==> config.mk <==
export PLATFORM = sky130hd
export DESIGN_NAME = loopback_top
export DESIGN_NICKNAME = d
export VERILOG_FILES = /design/src/verilog/loopback_pkg.sv /design/src/verilog/loopback_echo.sv /design/src/verilog/loopback_test_node.sv /design/src/verilog/loopback_top.sv /design/src/verilog/pattern_gen.sv /design/src/verilog/response_checker.sv /design/src/verilog/two_entry_fifo.sv
export SDC_FILE = /design/constraint.sdc
export NUM_CORES = 1
export LEC_CHECK = 0
export ABC_AREA = 0
export BUFFER_PORTS_ARGS = -buffer_cell sky130_fd_sc_hd__buf_2
export CORE_ASPECT_RATIO = 2
export CORE_MARGIN = 2
export CORE_UTILIZATION = 40
export DETAILED_ROUTE_END_ITERATION = 6
export PLACE_DENSITY = 0.64
export SYNTH_ARGS = -nofsm -noshare
export SYNTH_HDL_FRONTEND = slang
export SYNTH_SLANG_ARGS = --single-unit
==> constraint.sdc <==
create_clock -name clk_i -period 8.55 [get_ports clk_i]
set_clock_uncertainty 0.05 [all_clocks]
set_input_delay 1.71 -clock clk_i [delete_from_list [all_inputs] [get_ports clk_i]]
set_output_delay 1.71 -clock clk_i [all_outputs]
set_load 0.01 [all_outputs]
==> src/verilog/loopback_pkg.sv <==
`default_nettype none

package loopback_pkg;

  // default shape of one pattern word
  parameter int default_channel_width = 8;
  parameter int default_num_channels  = 4;

  // sent and received counters
  parameter int count_width = 32;

  // response checker progress
  typedef enum logic [1:0] {
    st_idle,
    st_run,
    st_error
  } checker_state_e;

endpackage

`default_nettype wire

==> src/verilog/loopback_echo.sv <==
`timescale 1ns/1ps
`default_nettype none

module loopback_echo #(
  parameter int channel_width_p = loopback_pkg::default_channel_width
  ,parameter int num_channels_p  = loopback_pkg::default_num_channels
  ,localparam int word_width_lp  = channel_width_p * num_channels_p
) (
  input  logic                     clk_i
  ,input  logic                     reset_i
  ,input  logic                     stall_i
  ,input  logic                     corrupt_i
  ,input  logic                     req_v_i
  ,input  logic [word_width_lp-1:0] req_data_i
  ,output logic                     req_ready_o
  ,output logic                     resp_v_o
  ,output logic [word_width_lp-1:0] resp_data_o
  ,input  logic                     resp_ready_i
);

  logic                     req_in_v;
  logic [word_width_lp-1:0] req_in_data;
  logic                     move_v;
  logic                     move;
  logic                     resp_out_ready;
  logic                     resp_out_v;
  logic [word_width_lp-1:0] resp_out_data;

  two_entry_fifo #(.width_p(word_width_lp)) req_in_fifo (
    .clk_i(clk_i)
    ,.reset_i(reset_i)
    ,.v_i(req_v_i)
    ,.data_i(req_data_i)
    ,.ready_o(req_ready_o)
    ,.v_o(req_in_v)
    ,.data_o(req_in_data)
    ,.yumi_i(move)
  );

  // request turns into a response with bit 0 flipped on fault
  assign move_v        = req_in_v & ~stall_i;
  assign move          = move_v & resp_out_ready;
  assign resp_out_data = req_in_data ^ word_width_lp'(corrupt_i);

  two_entry_fifo #(.width_p(word_width_lp)) resp_out_fifo (
    .clk_i(clk_i)
    ,.reset_i(reset_i)
    ,.v_i(move_v)
    ,.data_i(resp_out_data)
    ,.ready_o(resp_out_ready)
    ,.v_o(resp_out_v)
    ,.data_o(resp_data_o)
    ,.yumi_i(resp_v_o & resp_ready_i)
  );

  // no responses go out during a stall
  assign resp_v_o = resp_out_v & ~stall_i;

endmodule

`default_nettype wire

==> src/verilog/loopback_test_node.sv <==
`timescale 1ns/1ps
`default_nettype none

module loopback_test_node #(
  parameter int channel_width_p = loopback_pkg::default_channel_width
  ,parameter int num_channels_p  = loopback_pkg::default_num_channels
  ,localparam int word_width_lp  = channel_width_p * num_channels_p
) (
  input  logic                                 clk_i
  ,input  logic                                 reset_i
  ,input  logic                                 en_i
  ,input  logic                                 req_ready_i
  ,input  logic                                 resp_v_i
  ,input  logic [word_width_lp-1:0]             resp_data_i
  ,output logic                                 req_v_o
  ,output logic [word_width_lp-1:0]             req_data_o
  ,output logic                                 resp_ready_o
  ,output logic                                 error_o
  ,output logic [loopback_pkg::count_width-1:0] sent_o
  ,output logic [loopback_pkg::count_width-1:0] received_o
);

  import loopback_pkg::*;

  logic [word_width_lp-1:0] gen_data;
  logic                     req_out_ready;
  logic                     issue;
  logic                     resp_in_v;
  logic [word_width_lp-1:0] resp_in_data;
  logic                     resp_in_yumi;

  // a word issues whenever enabled and the buffer has room
  assign issue = en_i & req_out_ready;

  pattern_gen #(
    .channel_width_p(channel_width_p)
    ,.num_channels_p(num_channels_p)
  ) gen_out (
    .clk_i(clk_i)
    ,.reset_i(reset_i)
    ,.yumi_i(issue)
    ,.data_o(gen_data)
  );

  two_entry_fifo #(.width_p(word_width_lp)) req_out_fifo (
    .clk_i(clk_i)
    ,.reset_i(reset_i)
    ,.v_i(en_i)
    ,.data_i(gen_data)
    ,.ready_o(req_out_ready)
    ,.v_o(req_v_o)
    ,.data_o(req_data_o)
    ,.yumi_i(req_v_o & req_ready_i)
  );

  two_entry_fifo #(.width_p(word_width_lp)) resp_in_fifo (
    .clk_i(clk_i)
    ,.reset_i(reset_i)
    ,.v_i(resp_v_i)
    ,.data_i(resp_data_i)
    ,.ready_o(resp_ready_o)
    ,.v_o(resp_in_v)
    ,.data_o(resp_in_data)
    ,.yumi_i(resp_in_yumi)
  );

  response_checker #(
    .channel_width_p(channel_width_p)
    ,.num_channels_p(num_channels_p)
  ) resp_checker (
    .clk_i(clk_i)
    ,.reset_i(reset_i)
    ,.resp_v_i(resp_in_v)
    ,.resp_data_i(resp_in_data)
    ,.resp_yumi_o(resp_in_yumi)
    ,.error_o(error_o)
    ,.received_o(received_o)
  );

  always_ff @(posedge clk_i) begin
    if (reset_i) begin
      sent_o <= '0;
    end else if (issue) begin
      sent_o <= sent_o + count_width'(1);
    end
  end

  // a response never arrives before its request left
  assert property (@(posedge clk_i) disable iff (reset_i) received_o <= sent_o);

endmodule

`default_nettype wire

==> src/verilog/loopback_top.sv <==
`timescale 1ns/1ps
`default_nettype none

module loopback_top #(
  parameter int channel_width_p = loopback_pkg::default_channel_width
  ,parameter int num_channels_p  = loopback_pkg::default_num_channels
  ,localparam int word_width_lp  = channel_width_p * num_channels_p
) (
  input  logic                                 clk_i
  ,input  logic                                 reset_i
  ,input  logic                                 en_i
  ,input  logic                                 stall_i
  ,input  logic                                 corrupt_i
  ,output logic                                 error_o
  ,output logic [loopback_pkg::count_width-1:0] sent_o
  ,output logic [loopback_pkg::count_width-1:0] received_o
);

  // request path
  logic                     req_v;
  logic [word_width_lp-1:0] req_data;
  logic                     req_ready;

  // response path
  logic                     resp_v;
  logic [word_width_lp-1:0] resp_data;
  logic                     resp_ready;

  loopback_test_node #(
    .channel_width_p(channel_width_p)
    ,.num_channels_p(num_channels_p)
  ) node (
    .clk_i(clk_i)
    ,.reset_i(reset_i)
    ,.en_i(en_i)
    ,.req_ready_i(req_ready)
    ,.resp_v_i(resp_v)
    ,.resp_data_i(resp_data)
    ,.req_v_o(req_v)
    ,.req_data_o(req_data)
    ,.resp_ready_o(resp_ready)
    ,.error_o(error_o)
    ,.sent_o(sent_o)
    ,.received_o(received_o)
  );

  loopback_echo #(
    .channel_width_p(channel_width_p)
    ,.num_channels_p(num_channels_p)
  ) echo (
    .clk_i(clk_i)
    ,.reset_i(reset_i)
    ,.stall_i(stall_i)
    ,.corrupt_i(corrupt_i)
    ,.req_v_i(req_v)
    ,.req_data_i(req_data)
    ,.req_ready_o(req_ready)
    ,.resp_v_o(resp_v)
    ,.resp_data_o(resp_data)
    ,.resp_ready_i(resp_ready)
  );

endmodule

`default_nettype wire

==> src/verilog/pattern_gen.sv <==
`timescale 1ns/1ps
`default_nettype none

module pattern_gen #(
  parameter int channel_width_p = loopback_pkg::default_channel_width
  ,parameter int num_channels_p  = loopback_pkg::default_num_channels
  ,localparam int word_width_lp  = channel_width_p * num_channels_p
) (
  input  logic                     clk_i
  ,input  logic                     reset_i
  ,input  logic                     yumi_i
  ,output logic [word_width_lp-1:0] data_o
);

  localparam logic [channel_width_p-1:0] step_lp = channel_width_p'(num_channels_p);

  logic [channel_width_p-1:0] chan_r [num_channels_p];

  always_ff @(posedge clk_i) begin
    if (reset_i) begin
      for (int c = 0; c < num_channels_p; c++) begin
        chan_r[c] <= channel_width_p'(c);
      end
    end else if (yumi_i) begin
      // wraps at the channel width
      for (int c = 0; c < num_channels_p; c++) begin
        chan_r[c] <= chan_r[c] + step_lp;
      end
    end
  end

  // channel 0 in the low bits
  always_comb begin
    for (int c = 0; c < num_channels_p; c++) begin
      data_o[c*channel_width_p +: channel_width_p] = chan_r[c];
    end
  end

endmodule

`default_nettype wire

==> src/verilog/response_checker.sv <==
`timescale 1ns/1ps
`default_nettype none

module response_checker #(
  parameter int channel_width_p = loopback_pkg::default_channel_width
  ,parameter int num_channels_p  = loopback_pkg::default_num_channels
  ,localparam int word_width_lp  = channel_width_p * num_channels_p
) (
  input  logic                                 clk_i
  ,input  logic                                 reset_i
  ,input  logic                                 resp_v_i
  ,input  logic [word_width_lp-1:0]             resp_data_i
  ,output logic                                 resp_yumi_o
  ,output logic                                 error_o
  ,output logic [loopback_pkg::count_width-1:0] received_o
);

  import loopback_pkg::*;

  checker_state_e           state_r;
  checker_state_e           state_n;
  logic [word_width_lp-1:0] expected;
  logic                     mismatch;

  // expected stream steps once per response
  pattern_gen #(
    .channel_width_p(channel_width_p)
    ,.num_channels_p(num_channels_p)
  ) gen_check (
    .clk_i(clk_i)
    ,.reset_i(reset_i)
    ,.yumi_i(resp_v_i)
    ,.data_o(expected)
  );

  // always accepts
  assign resp_yumi_o = resp_v_i;
  assign mismatch    = resp_v_i & (resp_data_i != expected);
  assign error_o     = (state_r == st_error);

  always_comb begin
    state_n = state_r;
    if (mismatch) begin
      state_n = st_error;
    end else if (resp_v_i && state_r == st_idle) begin
      state_n = st_run;
    end
  end

  always_ff @(posedge clk_i) begin
    if (reset_i) begin
      state_r    <= st_idle;
      received_o <= '0;
    end else begin
      state_r <= state_n;
      if (resp_v_i) received_o <= received_o + count_width'(1);
    end
  end

  // error is sticky until reset
  assert property (@(posedge clk_i) disable iff (reset_i)
    (state_r == st_error) |=> (state_r == st_error));

endmodule

`default_nettype wire

==> src/verilog/two_entry_fifo.sv <==
`timescale 1ns/1ps
`default_nettype none

module two_entry_fifo #(
  parameter int width_p = 8
) (
  input  logic               clk_i
  ,input  logic               reset_i
  ,input  logic               v_i
  ,input  logic [width_p-1:0] data_i
  ,output logic               ready_o
  ,output logic               v_o
  ,output logic [width_p-1:0] data_o
  ,input  logic               yumi_i
);

  logic [width_p-1:0] mem_r [2];
  logic               rd_ptr_r;
  logic               wr_ptr_r;
  logic               full_r;
  logic               empty_r;
  logic               enq;

  assign ready_o = ~full_r;
  assign v_o     = ~empty_r;
  assign data_o  = mem_r[rd_ptr_r];
  assign enq     = v_i & ~full_r;

  always_ff @(posedge clk_i) begin
    if (reset_i) begin
      rd_ptr_r <= 1'b0;
      wr_ptr_r <= 1'b0;
      full_r   <= 1'b0;
      empty_r  <= 1'b1;
    end else begin
      if (enq) wr_ptr_r <= ~wr_ptr_r;
      if (yumi_i) rd_ptr_r <= ~rd_ptr_r;
      // one left and popped without refill
      empty_r <= (empty_r & ~enq) | (~full_r & yumi_i & ~enq);
      full_r  <= (~empty_r & enq & ~yumi_i) | (full_r & ~yumi_i);
    end
  end

  always_ff @(posedge clk_i) begin
    if (enq) mem_r[wr_ptr_r] <= data_i;
  end

  // consumer only takes what is presented
  assert property (@(posedge clk_i) disable iff (reset_i) yumi_i |-> v_o);

  // no push while full keeps the presented word until it is taken
  assert property (@(posedge clk_i) disable iff (reset_i)
    (v_o && !yumi_i) |=> (v_o && $stable(data_o)));

endmodule

`default_nettype wire
Word level (Yosys, flattened, before mapping)
Memories as Yosys holds them, arrays and structs flattened. A register that Yosys moved wholly into a read port is not among the register bits.
Cells that the tools add are included.
- $add $sub $neg: 10
- multiply operators: 0
- divide/modulo/power cells: 0
- magnitude comparators: 0
- equality and inequality tests: 2
- shifts and indexed selects: 0
- mux-type cells: 33
- bitwise gates (word level): 69
- reduce and logical (&&, ||, !) cells: 4
- operator list (operator ; count):
    32-bit by 1-bit adder with 32-bit output, second input constant ; 2
    8-bit by 3-bit adder with 8-bit output, second input constant ; 8
    8-bit two-way mux ; 8
    32-bit inequality test ; 1
    32-bit by 1-bit bitwise XOR with 32-bit output ; 1
    1-bit AND ; 31
    1-bit two-way mux ; 23
    1-bit NOT ; 21
    1-bit OR ; 16
    2-bit two-way mux ; 2
    2-bit equality test, second input constant ; 1
    2-bit logical NOT ; 1
    2-bit nonzero test ; 1
    2-bit OR reduction ; 1
    1-bit logical AND ; 1
- register bits: 82
- latch bits: 0
- RAM bits: 320
- memory bits (read-only): 0
- input bits: 5
- output and inout port bits: 65
- logic and storage cells: 144
- memories: 6
- memory list (memory ; words ; bits a word ; rd ports ; clocked after memory_dff ; write ports ; line ; text):
    echo.req_in_fifo.mem_r ; 2 ; 32 ; 1 ; 1 ; 1 ; two_entry_fifo.sv:17 ; logic [width_p-1:0] mem_r [2];
    echo.resp_out_fifo.mem_r ; 2 ; 32 ; 1 ; 1 ; 1 ; two_entry_fifo.sv:17 ;
    node.req_out_fifo.mem_r ; 2 ; 32 ; 1 ; 1 ; 1 ; two_entry_fifo.sv:17 ;
    node.resp_in_fifo.mem_r ; 2 ; 32 ; 1 ; 1 ; 1 ; two_entry_fifo.sv:17 ;
    node.gen_out.chan_r ; 4 ; 8 ; 4 ; 0 ; 4 ; pattern_gen.sv:17 ; logic [channel_width_p-1:0] chan_r [num_channels_p];
    node.resp_checker.gen_check.chan_r ; 4 ; 8 ; 4 ; 0 ; 4 ; pattern_gen.sv:17 ;

Logic depth before layout (Yosys ltp)
Gate-level depths: netlist of the first run.
- depth in word-level cells: 6
- gate-level depth with buffers: 7
- mapped depth without buffers: 6

By module
Synthesis of the first run repeated with hierarchy kept, for this count alone.
- cell total of the unflattened synthesis: 1091
- area, all modules: 16509.6 sq um
- by module, submodules not included (module ; times used ; cells each ; area each (sq um) ; sequential area each (sq um)):
    two_entry_fifo ; 4 ; 122 ; 2667.6 ; 2021.9
    pattern_gen ; 2 ; 100 ; 1194.9 ; 720.7
    response_checker ; 1 ; 218 ; 1883.1 ; 680.7
    loopback_test_node ; 1 ; 180 ; 1527.7 ; 640.6
    loopback_echo ; 1 ; 5 ; 38.8 ; 0.0

Worst setup path before layout of the first run
OpenSTA, ideal clock, no wires.
- path kind: in2reg
- start: input stall_i
- end: memory node.resp_in_fifo.mem_r[0][0] (netlist bit), enable pin
- setup time: 471 ps
- arrival time: 4177 ps
- required time: 8029 ps
- slack: 3852 ps
- stages: 1
- buffers on the path: 0
- path through: nor4_1
- word-level cells in the longest chain between the ends: 5
- ends and longest elaborated chain (element ; line ; text):
    start, declared ; loopback_top.sv:12 ; ,input logic stall_i
    1-bit NOT ; loopback_echo.sv:57 ; assign resp_v_o = resp_out_v & ~stall_i;
    1-bit AND ; loopback_echo.sv:57 ;
    1-bit AND ; two_entry_fifo.sv:27 ; assign enq = v_i & ~full_r;
    1-bit two-way mux ; two_entry_fifo.sv:45 ; if (enq) mem_r[wr_ptr_r] <= data_i;
    1-bit two-way mux (implied by the code) ; two_entry_fifo.sv:45 ;
    end, declared ; two_entry_fifo.sv:17 ;
No other way between the ends.

Final worst setup path of the first run
- start: input stall_i
- end: memory echo.resp_out_fifo.mem_r[1][29] (netlist bit), enable pin
- word-level cells in the longest chain between the ends: 5
- ends and longest elaborated chain (element ; line ; text):
    1-bit NOT ; loopback_echo.sv:41 ; assign move_v = req_in_v & ~stall_i;
    1-bit AND ; loopback_echo.sv:41 ;
    1-bit AND ; two_entry_fifo.sv:27 ;
    1-bit two-way mux ; two_entry_fifo.sv:45 ;
    1-bit two-way mux (implied by the code) ; two_entry_fifo.sv:45 ;
    end, declared ; two_entry_fifo.sv:17 ;
No other way between the ends.

==> results.toml, run 1 <==
[worst_setup_path]
cp_cell_sequence = "buf_2 > nor3_1 > and2_1"
startpoint_type = "input port"
worstSetupPathType = "input port to flop"
cp_data_required_time_ns = 8.66
worstPathArrival_ns = 3.42
reg2reg_slack_ns = 5.92
cpMaxStageDelayCell = "and2_1"
crit_fanout = 25
critPathMaxStageDelay_ns = 0.97
startpoint = "stall_i"
crit_path_end_kind = "flop"

[final_layout]
nets = 1019
areaGrowthSynthToFinish_pct = 14.1
layout_common_cells = "edfxtp_1 (244), nor2_1 (131), xor2_1 (87)"
final_common_cell = "edfxtp_1"
final_area_mm2 = 0.0150
drive_gt1_share_pct = 20.4
insertedDiodeCount = 0

[route]
dr_total_vias = 7059
drtPass1Iterations = 4
ant_nets = 0
drtIter0Drc = 331
routed_wl_um = 21600
viasPerCell = 4.84
drcViolationCount = 0
post_drt_wl_per_cell_um = 14.8

[sta]
fin_setup_tns_ns = 0
setup_viol = 0
drv_slew = 0
worst_pin_slew_ns = 1.20
timing.fmax_ghz = 0.303
hold_viol = 0
fin_ws_ns = 5.25
layout_worst_path_cycle_share_pct = 38.6
fin_crit_ns = 3.30
relSlewSlack_pct = 20.2
rsz0062_at_grt = "no"

[synthesis]
syn_area_per_cell_um2 = 14.1
postSynth.asyncResetShare_pct = 0
yosys_warnings = 0
synthFlopType = "edfxtp_1"
ys_types = 45
syn-instance-count = 931
seq_area_frac_synth_pct = 68.7
synth_edf_count = 244
syn_area_mm2 = 0.0132
synth_nets = 946
synth-seq-cells = 330

[cts]
insertion_delay_ns = 0.54
cts_root_buf = "clkbuf_16"
path_clk_slew_ns = 0.07
tritoncts = "done"
h-tree-depth = 1
post_cts_buffers = 0
cts_buffers = 28
cts.sinks = 330
clk_path_buf_depth = 3
hold_buffers = 0
cts_resized = 0

[global_route]
antenna_found_initial = 0
grt_pass1_vias = 7128
grt_max_degree = 100
grt_usage_pct = 12.4
grt.overflow.total = 0
grt_pass1_wl_um = 35100

[power]
power.density_mw_per_mm2 = 224
p_leak_uw = 0.00535
vdd_drop_max_mv = 0.137

[floorplanning]
die_area_mm2 = 0.0345
design.core.area_mm2 = 0.0327
start_util_pct = 40.3
io_pins = 70
rows = 94
die_h_um = 261
dieWidth_um = 132

[place]
place_ws_ns = 4.64
port_buffers = 69
place.gp.congestion = 0.779
dp.final_hpwl_um = 14800
place_area_mm2 = 0.0140

[run]
drv_cap = 0

[worst_hold_path]
hold_class = "flop to flop"
hp-start = "node.resp_checker.received_o[31]$_SDFFE_PP0N_"

[run_status]
status = "complete, no violations"
kinds of logic (layout without fill, tap and decap cells):
| kind of cell | after synthesis | count (layout) | share of synthesized area [%] |
|---|---|---|---|
| flip-flops | 330 | 330 | 68.7 |
| multiplexers | 101 | 101 | 8.41 |
| buffers and inverters | 38 | 132 | 1.11 |
| AO/OA/AOI/OAI | 22 | 22 | 1.05 |
| adder cells (fa/ha/maj) | 10 | 10 | 0.950 |
| AND/OR/NAND/NOR | 316 | 316 | 12.2 |
| XOR/XNOR | 114 | 114 | 7.58 |
critical path, delay by kind of cell:
kind / cells / cell delay [ns]
simple gates: 2 / 1.54
buf+inv: 1 / 0.14
registers in the layout (all words and copies together) (netlist names), 2 cells and up, named ones only:
| name | flops |
|---|---|
| node.sent_o | 32 |
| node.gen_out.chan_r | 24 |
| node.resp_checker.state_r | 2 |
| node.resp_checker.received_o | 32 |
| echo.req_in_fifo.mem_r | 48 |
| node.resp_in_fifo.mem_r | 50 |
| node.resp_checker.gen_check.chan_r | 24 |
| echo.resp_out_fifo.mem_r | 50 |
| node.req_out_fifo.mem_r | 48 |
per-layer routing:
layer | vias up | part of all wire, % | GRT usage [%]
li1 | 3499 | - | -
met1 | 3453 | 36 | 11.8
met2 | 72 | 58 | 25.3
met3 | 35 | 2.5 | 1.73
met4 | 0 | 3.5 | 5.97
met5 | - | 0 | 0
final cells by class:
cell class              instances  area [um2]
clock inverters                20         289
clock buffers                  31         733
fillers                      2952       17700
flip-flops and latches        330        9050
inverters                       6        22.5
well taps                     432         541
repair buffers                 75         393
multi-input cells             563        3990
Yosys cell counts (all sizes together) (6+ instances only):
cell | n | area (um2)
buf | 9 | 37.5
inv | 6 | 22.5
nand2 | 33 | 124
nor2b | 13 | 81.3
mux2 | 77 | 867
a21oi | 6 | 30.0
and3 | 17 | 108
nand4 | 26 | 184
nor3 | 12 | 71.3
edfxtp | 244 | 7330
nor4 | 7 | 73.8
xor2 | 87 | 762
dfxtp | 86 | 1720
nand2b | 6 | 37.5
mux2i | 24 | 240
nor2 | 132 | 495
ha | 10 | 125
and2 | 14 | 87.6
xnor2 | 27 | 236
clkbuf | 23 | 86.3
o21ai | 8 | 40.0
nand3 | 41 | 223
power breakdown:
| group | switching [uW] | total [uW] | internal, uW | leakage, uW |
|---|---|---|---|---|
| Sequential | 40.0 | 1830 | 1790 | 0.00301 |
| Clock | 569 | 1400 | 832 | 0.000484 |
| Combinational | 71.6 | 128 | 56.5 | 0.00185 |
| Total | 681 | 3360 | 2680 | 0.00535 |
final timing paths:
check                                                                     end  cells past startpoint
worst max register to register      node.resp_checker.state_r[1]$_SDFFE_PP0P_                      6
worst min register to register  node.resp_checker.received_o[31]$_SDFFE_PP0N_                      2
worst min-delay path            node.resp_checker.received_o[31]$_SDFFE_PP0N_                      2
worst max-delay path                echo.resp_out_fifo.mem_r[1][29]$_DFFE_PP_                      3
through the flow:
stage / hold WS (ns) / util (%) / total power (uW) / std cells
CTS: 0.443 / 45.9 / 3400 / 1457
global placement: 0.415 / 42.8 / 1990 / 1406
global route: 0.469 / 45.9 / 3470 / 1457
detailed placement: 0.434 / 42.8 / 2000 / 1406
finish: 0.440 / 45.9 / 3360 / 1457
floorplan: 0.408 / - / 1960 / 931
No activity file was read; power rests on OpenSTA's default activity.
==> run 2, diff against run 1 <==
Clock period 8.55 ns to 3.1 ns, I/O delays scaled along.
==> run 2 against run 1 <==
  * Setup slack worse by 4.6 ns
  * Critical path depth is 2 higher
  * Final cell count up 1.1%
  * Sequential share of layout area fell by 0.25 points
  * Global-route usage rose by 0.13 points
  * Wire length decreased by 0.49%
  * Power rose to 2.7 times the previous value
==> results.toml, run 2 (synthesis gave the netlist of run 1 again) <==
[run_status]
status = "complete, no violations"

[global_route]
grt.overflow.total = 0
antenna_found_initial = 0
grt_usage_pct = 12.5
grt_max_degree = 46
grt_pass1_vias = 7213
grt_pass1_wl_um = 35400

[route]
routed_wl_um = 21400
post_drt_wl_per_cell_um = 14.6
viasPerCell = 4.82
drtIter0Drc = 205
dr_total_vias = 7096
ant_nets = 0
drtPass1Iterations = 6
drcViolationCount = 0

[worst_setup_path]
crit_cells = 5
reg2reg_slack_ns = 0.68
worstPathArrival_ns = 2.77
path_delay_family = "flip-flops"
critPathMaxStageDelay_ns = 0.90
crit_fanout = 19
cp_data_required_time_ns = 3.45
rr_worst_depth = 5
r2r_end = "node.resp_checker.state_r[1]$_SDFFE_PP0P_"
crit_path_end_kind = "flop"
worstSetupPathType = "flop to flop"
cp_cell_sequence = "mux2i_1 > xor2_1 > nand4_1 > nor4_1 > a311oi_1"
cp-endpoint = "node.resp_checker.state_r[1]$_SDFFE_PP0P_"
startpoint_type = "flop"
cp_num_buf_inv = 0
cpMaxStageDelayCell = "dfxtp_1"

[final_layout]
nets = 1036
layout_common_cells = "edfxtp_1 (244), nor2_1 (131), xor2_1 (87)"
fin_util_pct = 46.1
final_common_cell = "edfxtp_1"
multi_input_area_mm2 = 0.00401
insertedDiodeCount = 0
drive_gt1_share_pct = 21.3
fillers = 2972
reg_top3 = "echo.resp_out_fifo.mem_r (50), node.resp_in_fifo.mem_r (50)"
areaGrowthSynthToFinish_pct = 14.5
seq_area_mm2 = 0.00905

[sta]
fin_setup_tns_ns = 0
worst_pin_slew_ns = 0.880
hold_viol = 0
fin_crit_ns = 2.42
drv_slew = 0
rsz0062_at_grt = "no"
timing.fmax_ghz = 0.413
layout_worst_path_cycle_share_pct = 78.2
setup_viol = 0
relSlewSlack_pct = 41.2

[worst_hold_path]
hold_class = "input port to flop"

[cts]
cts.sinks = 330
post_cts_buffers = 0
cts_root_buf = "clkbuf_16"
path_clk_slew_ns = 0.07
clk_path_buf_depth = 3
cts_buffers = 28
cts_resized = 0
tritoncts = "done"
hold_buffers = 0
h-tree-depth = 1
insertion_delay_ns = 0.55

[power]
p_leak_uw = 0.00541
vdd_drop_max_mv = 0.401
power.density_mw_per_mm2 = 595

[floorplanning]
io_pins = 70
die_area_mm2 = 0.0345
start_util_pct = 40.3
design.core.area_mm2 = 0.0327
rows = 94
dieWidth_um = 132
die_h_um = 261

[place]
port_buffers = 69
place.gp.congestion = 0.786
dp.final_hpwl_um = 15200

[run]
drv_cap = 0
run 2: changes by cell type in the layout (fill, tap and decap cells not counted), sizes merged:
cell,previous run,this run
buf,75,92
clkinvlp,5,3
clkinv,7,6
bufinv,7,3
clkbuf,31,37
run 2: stage by stage:
step	power [uW]	instances	area (um2)	worst slack [ns]	hold WS, ns
detailed placement	5520	1423	14100	0.663	0.428
global route	9300	1473	15100	0.412	0.240
CTS	9100	1473	15100	0.660	0.236
global placement	5510	1423	14100	0.731	0.414
floorplan	5400	931	13200	0.543	0.416
finish	8980	1473	15100	0.677	0.259
run 2: power by group:
| part | internal (uW) | total, uW | switching, uW |
|---|---|---|---|
| Combinational | 166 | 384 | 217 |
| Clock | 2050 | 3560 | 1500 |
| Sequential | 4950 | 5040 | 89.4 |
run 2: worst register-to-register path, cell delays in order (launching register included):
cell,delay (ns)
dfxtp_1,0.90
mux2i_1,0.31
xor2_1,0.19
nand4_1,0.15
nor4_1,0.51
a311oi_1,0.17
run 2: worst min path at each step:
stage                                                        from                                            end  slack [ns]  cells after the start
floorplan                 node.gen_out.chan_r[3][7]$_SDFFCE_PN0P_       node.req_out_fifo.mem_r[0][31]$_DFFE_PP_        0.42                      0
global route                                            corrupt_i       echo.resp_out_fifo.mem_r[0][0]$_DFFE_PP_        0.24                      1
finish                                                  corrupt_i       echo.resp_out_fifo.mem_r[0][0]$_DFFE_PP_        0.26                      1
global placement    node.resp_checker.received_o[31]$_SDFFE_PP0N_  node.resp_checker.received_o[31]$_SDFFE_PP0N_        0.41                      2
CTS                                                     corrupt_i       echo.resp_out_fifo.mem_r[0][0]$_DFFE_PP_        0.24                      1
detailed placement  node.resp_checker.received_o[31]$_SDFFE_PP0N_  node.resp_checker.received_o[31]$_SDFFE_PP0N_        0.43                      2
run 2: area by class of cell:
| class | instances | share of cell area, % |
|---|---|---|
| Clock buffer | 37 | 5.28 |
| Clock inverter | 13 | 0.954 |
| Inverter | 6 | 0.149 |
| Multi-Input combinational cell | 563 | 26.6 |
| Sequential cell | 330 | 60.0 |
| Tap cell | 432 | 3.58 |
| Timing Repair Buffer | 92 | 3.45 |
run 2: metal layers:
| layer | up-vias | global-route usage [%] | part of all wire (%) |
|---|---|---|---|
| li1 | 3529 | - | - |
| met1 | 3457 | 11.6 | 34 |
| met2 | 71 | 26.0 | 59 |
| met3 | 39 | 1.79 | 2.6 |
| met4 | 0 | 6.03 | 4.1 |
| met5 | - | 0 | 0 |
==> run 3, diff against run 2 <==
Settings changed: PLACE_DENSITY 0.64 to 0.66.
Clock period 3.1 ns to 2.2 ns, I/O delays scaled along.
==> run 3 against run 2 <==
  * Wire length fell by 3.3%
  * Combinational power rose by 41%
  * Register-to-register slack got worse by 0.38 ns
  * Die area did not move
  * Maximum frequency rose by 27%
  * Largest power group unchanged
  * Highest routed layer unchanged
==> results.toml, run 3 (synthesis gave the netlist of run 1 again) <==
[worst_setup_path]
worstPathArrival_ns = 2.27
critPathMaxStageDelay_ns = 0.41
cp_data_required_time_ns = 2.57
cp_num_buf_inv = 2
startpoint_type = "flop"
path_delay_family = "simple AND/OR/NAND/NOR gates"
cp_cell_sequence = "buf_12 > mux2i_1 > xor2_1 > nand4_1 > nor4_1 > buf_4 > a311oi_1"
cpMaxStageDelayCell = "dfxtp_1"
crit_fanout = 22
worstSetupPathType = "flop to flop"
crit_path_end_kind = "flop"
reg2reg_slack_ns = 0.30
rr_worst_depth = 7
r2r_end = "node.resp_checker.state_r[1]$_SDFFE_PP0P_"

[cts]
cts.sinks = 330
hold_buffers = 0
insertion_delay_ns = 0.55
cts_resized = 0
tritoncts = "done"
cts_root_buf = "clkbuf_16"
cts_buffers = 28
h-tree-depth = 1
path_clk_slew_ns = 0.07
post_cts_buffers = 0
clk_path_buf_depth = 3

[worst_hold_path]
whs_endpoint = "echo.resp_out_fifo.mem_r[0][0]$_DFFE_PP_"
hold_class = "input port to flop"
hp-start = "corrupt_i"
whs_path_depth = 1

[place]
place_ws_ns = 0.313
port_buffers = 69
place.gp.congestion = 0.744
dp.final_hpwl_um = 15000

[route]
post_drt_wl_per_cell_um = 14.0
wl_met1_um = 6830
drtPass1Iterations = 6
drtIter0Drc = 214
dr_total_vias = 7089
ant_nets = 0
routed_wl_um = 20700
detailroute.wirelength.met2_um = 12700
top_layer = "met4"
wl_met3_um = 490
drcViolationCount = 0
viasPerCell = 4.78

[global_route]
grt_usage_pct = 12.1
grt.overflow.total = 0
grt_pass1_vias = 7093
grt_max_degree = 34
antenna_found_initial = 0
grt_pass1_wl_um = 34100

[run_status]
status = "complete, no violations"

[final_layout]
reg_top3 = "echo.resp_out_fifo.mem_r (50), node.resp_in_fifo.mem_r (50)"
multi_input_area_mm2 = 0.00402
nets = 1043
seq_area_mm2 = 0.00905
insertedDiodeCount = 0
final_common_cell = "edfxtp_1"
areaGrowthSynthToFinish_pct = 15.1
fillers = 2974
drive_gt1_share_pct = 22.2
layout_common_cells = "edfxtp_1 (244), nor2_1 (131), xor2_1 (87)"

[sta]
setup_viol = 0
relSlewSlack_pct = 60.8
fin_ws_ns = 0.299
drv_slew = 0
worst_pin_slew_ns = 0.582
fin_crit_ns = 1.90
layout_worst_path_cycle_share_pct = 86.4
timing.fmax_ghz = 0.526
hold_viol = 0
fin_setup_tns_ns = 0
rsz0062_at_grt = "no"

[floorplanning]
design.core.area_mm2 = 0.0327
dieWidth_um = 132
die_h_um = 261
start_util_pct = 40.3
io_pins = 70
rows = 94
die_area_mm2 = 0.0345

[power]
p_leak_uw = 0.00544
power.density_mw_per_mm2 = 831
vdd_drop_max_mv = 0.596

[run]
drv_cap = 0
==> run 3: cell types whose count changed in the layout (fill, tap and decap cells not counted), sizes merged <==
cell	before	now
buf	92	99
clkbuf	37	35
clkinv	6	7
clkinvlp	3	4
inv	7	9
==> run 3: through the flow <==
stage,utilization [%],instances,instance area (um2),hold WS [ns],total power [uW]
after floorplan,-,931,13200,0.416,7610
after global placement,43.5,1430,14200,0.427,7760
after detailed placement,43.5,1430,14200,0.433,7780
after CTS,46.3,1482,15100,0.0493,12700
after global routing,46.3,1482,15100,0.0574,13000
final,46.3,1482,15100,0.0749,12600
==> run 3: how the worst max path moves through the flow <==
stage	endpoint	slack, ns	cells past startpoint
after floorplan	node.req_out_fifo.mem_r[0][10]$_DFFE_PP_	0.09	2
after global placement	node.resp_checker.state_r[1]$_SDFFE_PP0P_	0.24	6
after detailed placement	node.resp_checker.state_r[1]$_SDFFE_PP0P_	0.31	6
after CTS	node.resp_checker.state_r[1]$_SDFFE_PP0P_	0.29	6
after global routing	node.resp_checker.state_r[1]$_SDFFE_PP0P_	0.13	7
final	node.resp_checker.state_r[1]$_SDFFE_PP0P_	0.30	7
==> run 3: report_power, final <==
| part | internal [uW] | switching [uW] | total [uW] |
|---|---|---|---|
| clock network | 2790 | 2150 | 4940 |
| logic | 239 | 302 | 540 |
| registers | 6970 | 124 | 7100 |
==> run 3: routing by layer <==
layer,global-route usage (%),vias up
met1,10.7,3440
met5,0,-
li1,-,3545
met2,25.9,73
met4,5.97,0
met3,1.53,31
==> run 3: cell type report <==
type,instances,share of cell area (%)
multi-input cells,563,26.5
clock inverters,17,1.22
flip-flops and latches,330,59.7
repair buffers,99,3.87
well taps,432,3.57
clock buffers,35,4.94
inverters,6,0.149
==> run 3: worst reg2reg max path, cell delays in order, from the launching register on <==
cell,delay [ns]
dfxtp_1,0.41
buf_12,0.21
mux2i_1,0.24
xor2_1,0.19
nand4_1,0.14
nor4_1,0.30
buf_4,0.16
a311oi_1,0.07
